**src/softmax_defs.svh**
```systemverilog
// Softmax sizing and Q16.16 fixed-point constants

`ifndef SOFTMAX_DEFS_SVH
`define SOFTMAX_DEFS_SVH

// Word format
`define WIDTH 32
`define FRAC 16

// Vector shape, element 0 in the top chunk of a tile
`define TILE_SIZE 4
`define TOTAL_ELEMENTS 32

// Fixed-point constants in Q16.16
`define ONE_Q 32'sh0001_0000
`define LOG2E_Q 32'sh0001_7154    // log2(e) ~ 1.442695
`define LN2_Q 32'sh0000_B172      // ln(2) ~ 0.693147

// Sum of up to 32 values of at most 1.0
`define SUM_WIDTH (`WIDTH + 6)

`endif

```
**src/softmax_pkg.sv**
```systemverilog
// Softmax shared types for fixed-point words, tiles, exponent split and pass tag
`default_nettype none
`include "softmax_defs.svh"

package softmax_pkg;

    // Signed Q16.16 element
    typedef logic signed [`WIDTH-1:0] fix_t;

    // One tile, index 0 sits in the most significant chunk
    typedef fix_t [0:`TILE_SIZE-1] tile_t;

    // Base-2 exponent, read either as one signed value or as integer over fraction
    typedef union packed {
        logic signed [`WIDTH-1:0] raw;
        struct packed {
            logic signed [`WIDTH-`FRAC-1:0] ipart;   // floor of the exponent
            logic [`FRAC-1:0]               fpart;   // Always positive remainder
        } split;
    } exp_arg_u;

    // Which pass a lane word belongs to
    typedef enum logic {
        PASS_SUM  = 1'b0,
        PASS_NORM = 1'b1
    } pass_t;

endpackage

`default_nettype wire

```
**src/exp_lane_if.sv**
```systemverilog
// Exponential lane bus carrying one element with its pass tag in and one result out
`timescale 1ns/10ps
`default_nettype none

interface exp_lane_if import softmax_pkg::*; ();

    // Feeder to lane
    logic  arg_valid;
    fix_t  arg;
    pass_t arg_pass;
    logic  arg_last;     // Last tile of the pass

    // Lane to drain, two cycles behind the argument
    logic  res_valid;
    fix_t  res;
    pass_t res_pass;
    logic  res_last;

    modport feeder (
        output arg_valid, arg, arg_pass, arg_last
    );

    modport lane (
        input  arg_valid, arg, arg_pass, arg_last,
        output res_valid, res, res_pass, res_last
    );

    modport drain (
        input res_valid, res, res_pass, res_last
    );

endinterface

`default_nettype wire

```
**src/exp_lane.sv**
```systemverilog
// Two-stage base-2 exponential approximation for one Q16.16 element
`timescale 1ns/10ps
`default_nettype none
`include "softmax_defs.svh"

module exp_lane import softmax_pkg::*; (
    input logic      clk,
    input logic      rst_n,
    exp_lane_if.lane io
);
    logic signed [2*`WIDTH-1:0] prod;
    exp_arg_u                   arg_q;     // x * log2(e)
    logic                       v1;
    logic                       last1;
    pass_t                      pass1;
    logic signed [15:0]         neg_int;
    logic [`WIDTH-1:0]          mant;
    fix_t                       pow2;

    assign prod = io.arg * `LOG2E_Q;

    // Stage one, scale to base 2
    always_ff @(posedge clk) begin
        if (!rst_n) begin
            v1 <= 1'b0;
        end else begin
            v1 <= io.arg_valid;
        end
    end

    always_ff @(posedge clk) begin
        arg_q.raw <= prod[`FRAC +: `WIDTH];   // Arithmetic >>> 16, kept to one word
        pass1     <= io.arg_pass;
        last1     <= io.arg_last;
    end

    // Stage two, 2^i * (1 + f) with i <= 0
    assign neg_int = -arg_q.split.ipart;
    assign mant    = {{(`WIDTH-`FRAC-1){1'b0}}, 1'b1, arg_q.split.fpart};

    always_comb begin
        if (!arg_q.split.ipart[15]) begin
            pow2 = `ONE_Q;                    // Only reached for a zero argument
        end else if (arg_q.split.ipart < -16'sd16) begin
            pow2 = '0;                        // Shifted out entirely
        end else begin
            pow2 = mant >> neg_int[4:0];
        end
    end

    always_ff @(posedge clk) begin
        if (!rst_n) begin
            io.res_valid <= 1'b0;
        end else begin
            io.res_valid <= v1;
        end
    end

    always_ff @(posedge clk) begin
        io.res      <= pow2;
        io.res_pass <= pass1;
        io.res_last <= last1;
    end

    a_fixed_latency: assert property (@(posedge clk) disable iff (!rst_n)
        io.res_valid == $past(io.arg_valid, 2))
        else $error("exp lane latency is not two cycles");

endmodule

`default_nettype wire

```
**src/flat_wrapper.sv**
```systemverilog
// flat-port wrapper written by rule: the top's interface ports become plain ports
module exp_lane_flat import softmax_pkg::*;
  (clk, rst_n, io_arg_valid, io_arg, io_arg_pass, io_arg_last, io_res_valid, io_res, io_res_pass, io_res_last);
  exp_lane_if io_i ();
  input logic clk;
  input logic rst_n;
  input wire logic [$bits(io_i.arg_valid)-1:0] io_arg_valid;
  input wire logic [$bits(io_i.arg)-1:0] io_arg;
  input wire logic [$bits(io_i.arg_pass)-1:0] io_arg_pass;
  input wire logic [$bits(io_i.arg_last)-1:0] io_arg_last;
  output wire logic [$bits(io_i.res_valid)-1:0] io_res_valid;
  output wire logic [$bits(io_i.res)-1:0] io_res;
  output wire logic [$bits(io_i.res_pass)-1:0] io_res_pass;
  output wire logic [$bits(io_i.res_last)-1:0] io_res_last;
  assign io_i.arg_valid = io_arg_valid;
  assign io_i.arg = io_arg;
  assign io_i.arg_pass = io_arg_pass;
  assign io_i.arg_last = io_arg_last;
  assign io_res_valid = io_i.res_valid;
  assign io_res = io_i.res;
  assign io_res_pass = io_i.res_pass;
  assign io_res_last = io_i.res_last;
  exp_lane u_core (.clk(clk), .rst_n(rst_n), .io(io_i));
endmodule
```
**config.mk**
```make
export PLATFORM = sky130hd
export DESIGN_NAME = exp_lane_flat
export DESIGN_NICKNAME = d
export VERILOG_FILES = /design/src/softmax_pkg.sv /design/src/exp_lane_if.sv /design/src/exp_lane.sv /design/src/flat_wrapper.sv
export VERILOG_INCLUDE_DIRS = /design/src
export SDC_FILE = /design/constraint.sdc
export NUM_CORES = 1
export LEC_CHECK = 0
export ABC_AREA = 1
export BUFFER_PORTS_ARGS = -buffer_cell sky130_fd_sc_hd__buf_2
export CAP_MARGIN = 20
export CORE_MARGIN = 4
export CORE_UTILIZATION = 51
export CTS_CLUSTER_SIZE = 24
export DETAILED_ROUTE_END_ITERATION = 6
export GPL_TIMING_DRIVEN = 0
export PLACE_DENSITY = 0.66
export REMOVE_ABC_BUFFERS = 1
export SYNTH_ARGS = -nofsm -noshare
export SYNTH_HDL_FRONTEND = slang
export SYNTH_SLANG_ARGS = --single-unit
```
**constraint.sdc**
```tcl
create_clock -name clk -period 5.3 [get_ports clk]
set_clock_uncertainty 0.2 [all_clocks]
set_input_delay 0.265 -clock clk [delete_from_list [all_inputs] [get_ports clk]]
set_output_delay 0.265 -clock clk [all_outputs]
set_load 0.03 [all_outputs]
```
# Word-level counts from Yosys, hierarchy flattened
# Index checks and enable logic that the tools add are counted.
[word_totals]
output_inout_bits = 35
elab_cells = 16
reg_bits = 70
inputBits = 37
[classes]
shifts = 1
reduce_logical = 1
bitwise = 1
magnitude_cmp = 1
mul = 1
n_mux = 1
add_sub_neg = 1
[ops]
columns = ["cell", "count"]
rows = [
  ["32-bit by 16-bit multiplier with 46-bit output, second input constant", 1],
  ["17-bit by 5-bit right shift with 32-bit output", 1],
  ["17-bit 2-to-1 mux", 1],
  ["16-bit by 5-bit less-than comparator with 1-bit output, second input constant", 1],
  ["5-bit negation", 1],
  ["2-bit OR reduction", 1],
  ["1-bit NOT", 1],
]

# Depth between registers and ports, before layout
[depth]
ltp_word = 3
depth_mapped = 27
ltp_nobuf = 27

# Worst setup path after synthesis
# No wires, ideal clock.
[synth_timing]
kind = "input to register"
start = "input port io_arg[24]"
end = "register u_core.arg_q[31] in the netlist's numbering"
cell_stages = 24
setup_time_ns = 0.112
t_arrival_ns = 4.595
path_buffers = 0
setup_slack_ns = 0.392
required_ns = 4.988
path_cell_list = "inv_1 > fa_1 > inv_1 > ha_1 > fa_1 > inv_1 > fa_1 > inv_1 > fa_1 > inv_1 > fa_1 > inv_1 > ha_1 > nand2_1 > nor2_1 > nand2_1 > inv_1 > nand2_1 > nor2_1 > nand2_1 > inv_1 > nor2_1 > nand2_1 > nand2_1"
[synth_between]
elab_chain_cells = 1
[synth_lines]
columns = ["element", "line_no", "source"]
rows = [
  ["start: declaration", "flat_wrapper.sv:8", "input wire logic [$bits(io_i.arg)-1:0] io_arg;"],
  ["32-bit by 16-bit multiplier with 46-bit output (no line)", "--", ""],
  ["net u_core.prod[47]", "exp_lane.sv:11", "logic signed [2*`WIDTH-1:0] prod;"],
  ["end: declaration", "exp_lane.sv:12", "exp_arg_u arg_q;"],
]
# The timed path passes the listed nets, and every way through them passes these cells.
# A chain may end at the register's enable or synchronous reset.

# Final worst setup path
[layout_timing]
start = "input port io_arg[19]"
end = "register u_core.arg_q[30] in the netlist's numbering"
# The elaborated chain is that of the path after synthesis.

==> metrics list <==
- Syn_area_per_cell: approximately 7.6 sq um
- Synthesized area: between 10000 and 15000 sq um
- The first global-routing pass estimated 43100 microns of wire.
- Drt wl/cell: around 13 microns
* Number of warnings printed during yosys synthesis: 0
- TritonCTS built the clock tree.
* H-Tree Depth: 2
* Initial standard-cell utilization of the core: between 50% and 60%
* Path type of the worst setup path: in2reg
* Synth top area share: between 20% and 30%
* Die height: 163 microns
- Derived from the worst setup path, the maximum achievable clock frequency is approximately 200 MHz.
* Via count: 9307
- The synthesized design contains 55 register bits.
- Die outline area: 26500 sq um
* Overflow left after global routing: 0
- Result of the run: finished, final reports clean
* Post-route fraction of the period consumed by the critical path: a little under 100%
- Across the run, the number of max-cap violations was 0.
- Top post-synthesis cells by area: sky130_fd_sc_hd__fa_1, sky130_fd_sc_hd__ha_1, sky130_fd_sc_hd__inv_1, sky130_fd_sc_hd__nand2_1, sky130_fd_sc_hd__dfxtp_1
- Timing analysis after detailed placement gives a worst setup slack of -387 ps.
- For this run, design rule violations remaining after detail routing come to 0.
- At the end of the flow, the number of nets in the layout was 2093.
- Before antenna repair, the detailed router went through 5 iterations.
* Crit. End Element: flip-flop
- Nature of the critical path startpoint: input port
- The initial antenna violation count was 0.
- The most used flip-flop cell after synthesis is sky130_fd_sc_hd__dfxtp_1.
- Crit path cell chain: clkbuf_4, clkinvlp_4, buf_4, fa_1, inv_1, ha_1, fa_2, fa_1, inv_1, fa_1, fa_1, inv_1, ha_4, nand2_1, nor2_2, nand2_1, nor2_1, nand3_2, nand4_1, nand2_1
- The floorplan step set the die width to approximately 160 microns.
* Sequential-to-total area share from yosys stat: 8.99%
- Clock slew at reported path FFs: approximately 60 ps
- Area delta synth->final: 8.03%
* Arrival time reported for the critical path endpoint: a little over 5000 ps
- IO buf count: between 50 and 60
* Most common cell type on the critical path: sky130_fd_sc_hd__fa_1
* Clk root buf: sky130_fd_sc_hd__clkbuf_16
* TNS Setup: 0 ps
* Most common cell after layout, fill and taps aside: sky130_fd_sc_hd__inv_1
* Required @ worst endpoint: around 5300 ps
* Cell taking the most area after synthesis: sky130_fd_sc_hd__fa_1
* Max Buffers Root-to-Sink: 2
- between 70 and 80 I/O pins were placed.
* Number of different library cells in the post-synthesis netlist: 42
* Fin. max-slew vios: 0
- Remaining max-slew budget at the tightest pin: 60.6%
* Layout filler cell count: roughly 2300
* Placeable core area: about 24000 sq um
- Number of failing setup endpoints in the final timing report: 0
- Final core utilization: a little under three fifths
- Least setup slack across all paths after layout: 189 ps
- Cells after synthesis: about 1600
* GRT Util Overall: 20.0%
- Antenna cells: 0
* Minimum clock period: 5110 ps
- Maximum number of pins on one net before global-route repair: 28
- Worst min-delay path category: reg2reg
- Once detailed placement completed, the half-perimeter wirelength came to 23700 microns.
- The slowest stage of the critical path is the sky130_fd_sc_hd__fa_1 cell.
- Clock Latency Late Sink: around 290 ps
- Antenna violation net count after detailed routing: 0
* Row count: 56
- TritonCTS created 5 clock buffers.
* Commonest non-fill, non-tap cells in the layout: sky130_fd_sc_hd__inv_1, sky130_fd_sc_hd__nand2_1, sky130_fd_sc_hd__ha_1
- GPL Wtd Cong: just over 0.9
* Number of global-route vias before repair: 9075
- FFs w/ async S/R, synth: 0%
- Worst Path Max Fanout: 5
- At the pin with the least slew margin, the transition time is between 500 and 600 ps.
* Proportion of layout cells with a drive suffix above 1: between 8 and 9%
- Number of enable-type register cells in the synthesized netlist: 0
- The clock net in this run drives a total of 55 sinks.
- After detailed routing, the number of vias per cell comes to 4.65.
* DRC violation total after the first TritonRoute iteration: about 400
* Delay of the slowest critical-path stage: approximately 570 ps
- The final layout contains routed wiring with a total length of around 26000 microns.
- The hold violation count in the final report is 0.
flip-flops by register name, summed over array words and instances (netlist names):
register,count
u_core.pass1,1
u_core.arg_q,32
u_core.io.res_pass,1
u_core.v1,1
u_core.last1,1
u_core.io.res_last,1
u_core.io.res_valid,1
u_core.io.res,17
synthesized netlist by cell type (2+ instances only):
master and n:
sky130_fd_sc_hd__inv_1 482, sky130_fd_sc_hd__nand2_1 343, sky130_fd_sc_hd__ha_1 194, sky130_fd_sc_hd__fa_1 179
sky130_fd_sc_hd__nor2_1 103, sky130_fd_sc_hd__dfxtp_1 55, sky130_fd_sc_hd__nand3_1 48, sky130_fd_sc_hd__a21oi_1 37
sky130_fd_sc_hd__o21ai_0 32, sky130_fd_sc_hd__xor2_1 17, sky130_fd_sc_hd__buf_4 15, sky130_fd_sc_hd__xnor2_1 12
sky130_fd_sc_hd__nand2_2 10, sky130_fd_sc_hd__o21ai_1 10, sky130_fd_sc_hd__nand3_2 8, sky130_fd_sc_hd__nand4_1 7
sky130_fd_sc_hd__nor2_2 7, sky130_fd_sc_hd__nor3_1 7, sky130_fd_sc_hd__inv_2 6, sky130_fd_sc_hd__o21bai_1 5
sky130_fd_sc_hd__buf_6 4, sky130_fd_sc_hd__clkbuf_1 4, sky130_fd_sc_hd__o22ai_1 4, sky130_fd_sc_hd__or2_2 3
sky130_fd_sc_hd__a31oi_1 2, sky130_fd_sc_hd__buf_2 2, sky130_fd_sc_hd__clkinv_1 2, sky130_fd_sc_hd__mux2i_1 2
sky130_fd_sc_hd__nand3b_1 2, sky130_fd_sc_hd__nor2_4 2, sky130_fd_sc_hd__o211ai_1 2, sky130_fd_sc_hd__xor2_2 2
metrics by stage:
stage / cells / hold slack, ps / cell area (sq um)
6_report: 2003 / 126 / 13200
5_1_grt: 2003 / 136 / 13200
4_1_cts: 1996 / 128 / 13000
3_5_place_dp: 1982 / 113 / 12800
3_3_place_gp: 1982 / 112 / 12800
2_1_floorplan: 1607 / 92.7 / 12100
kinds of logic (layout without fill, tap and decap cells):
kind of cell / count (synthesis) / count (layout) / synth area share, %
compound gates: 97 / 97 / 4.36
simple gates: 543 / 543 / 18.4
xor+xnor: 31 / 31 / 2.34
flops: 55 / 55 / 8.99
fa+ha+maj: 373 / 373 / 49.1
other cells: 1 / 15 / 0.0306
mux: 2 / 2 / 0.164
buf+inv: 516 / 568 / 16.6
per-layer routing:
| metal | vias up | track usage, % | wire, microns |
|---|---|---|---|
| li1 | 4858 | - | - |
| met1 | 4332 | 29.3 | 12900 |
| met2 | 103 | 33.9 | 12000 |
| met3 | 14 | 0.835 | 571 |
| met4 | 0 | 2.55 | 247 |
| met5 | - | 0 | 0 |
critical path, delay by kind of cell:
family	cells	cell delay, ps
adder cells (fa/ha/maj)	7	3200
buffers and inverters	6	670
AND/OR/NAND/NOR	7	920
repair_timing:
| action | CTS | global route |
|---|---|---|
| setup buffers | 1 | 7 |
| pin swaps | 0 | 3 |
| gates resized for setup | 2 | 45 |
| hold endpoints to repair | 4 | 0 |
| cloned | 0 | 0 |
| hold buffers | 5 | 0 |
| setup endpoints to repair | 1 | 12 |
worst paths after layout:
path	startpoint	to	slack, ps	cells past startpoint
min reg2reg	u_core.pass1	u_core.io.res_pass	130	0
min	u_core.pass1	u_core.io.res_pass	130	0
max	io_arg[19]	u_core.arg_q[30]	190	20
max reg2reg	u_core.arg_q[16]	u_core.io.res[0]	2410	9
cell type report:
type / count / area [sq um] / area share (%)
repair buffers: 69 / 413 / 3.12
flip-flops and latches: 55 / 1100 / 8.32
well taps: 319 / 399 / 3.02
clock buffers: 5 / 125 / 0.946
inverters: 491 / 1860 / 14.1
multi-input cells: 1061 / 9280 / 70.2
clock inverters: 3 / 43.8 / 0.331
Power is left out: the tool's default activity adds up to more than one toggle a clock period on the data nets, which glitch-free logic cannot reach.
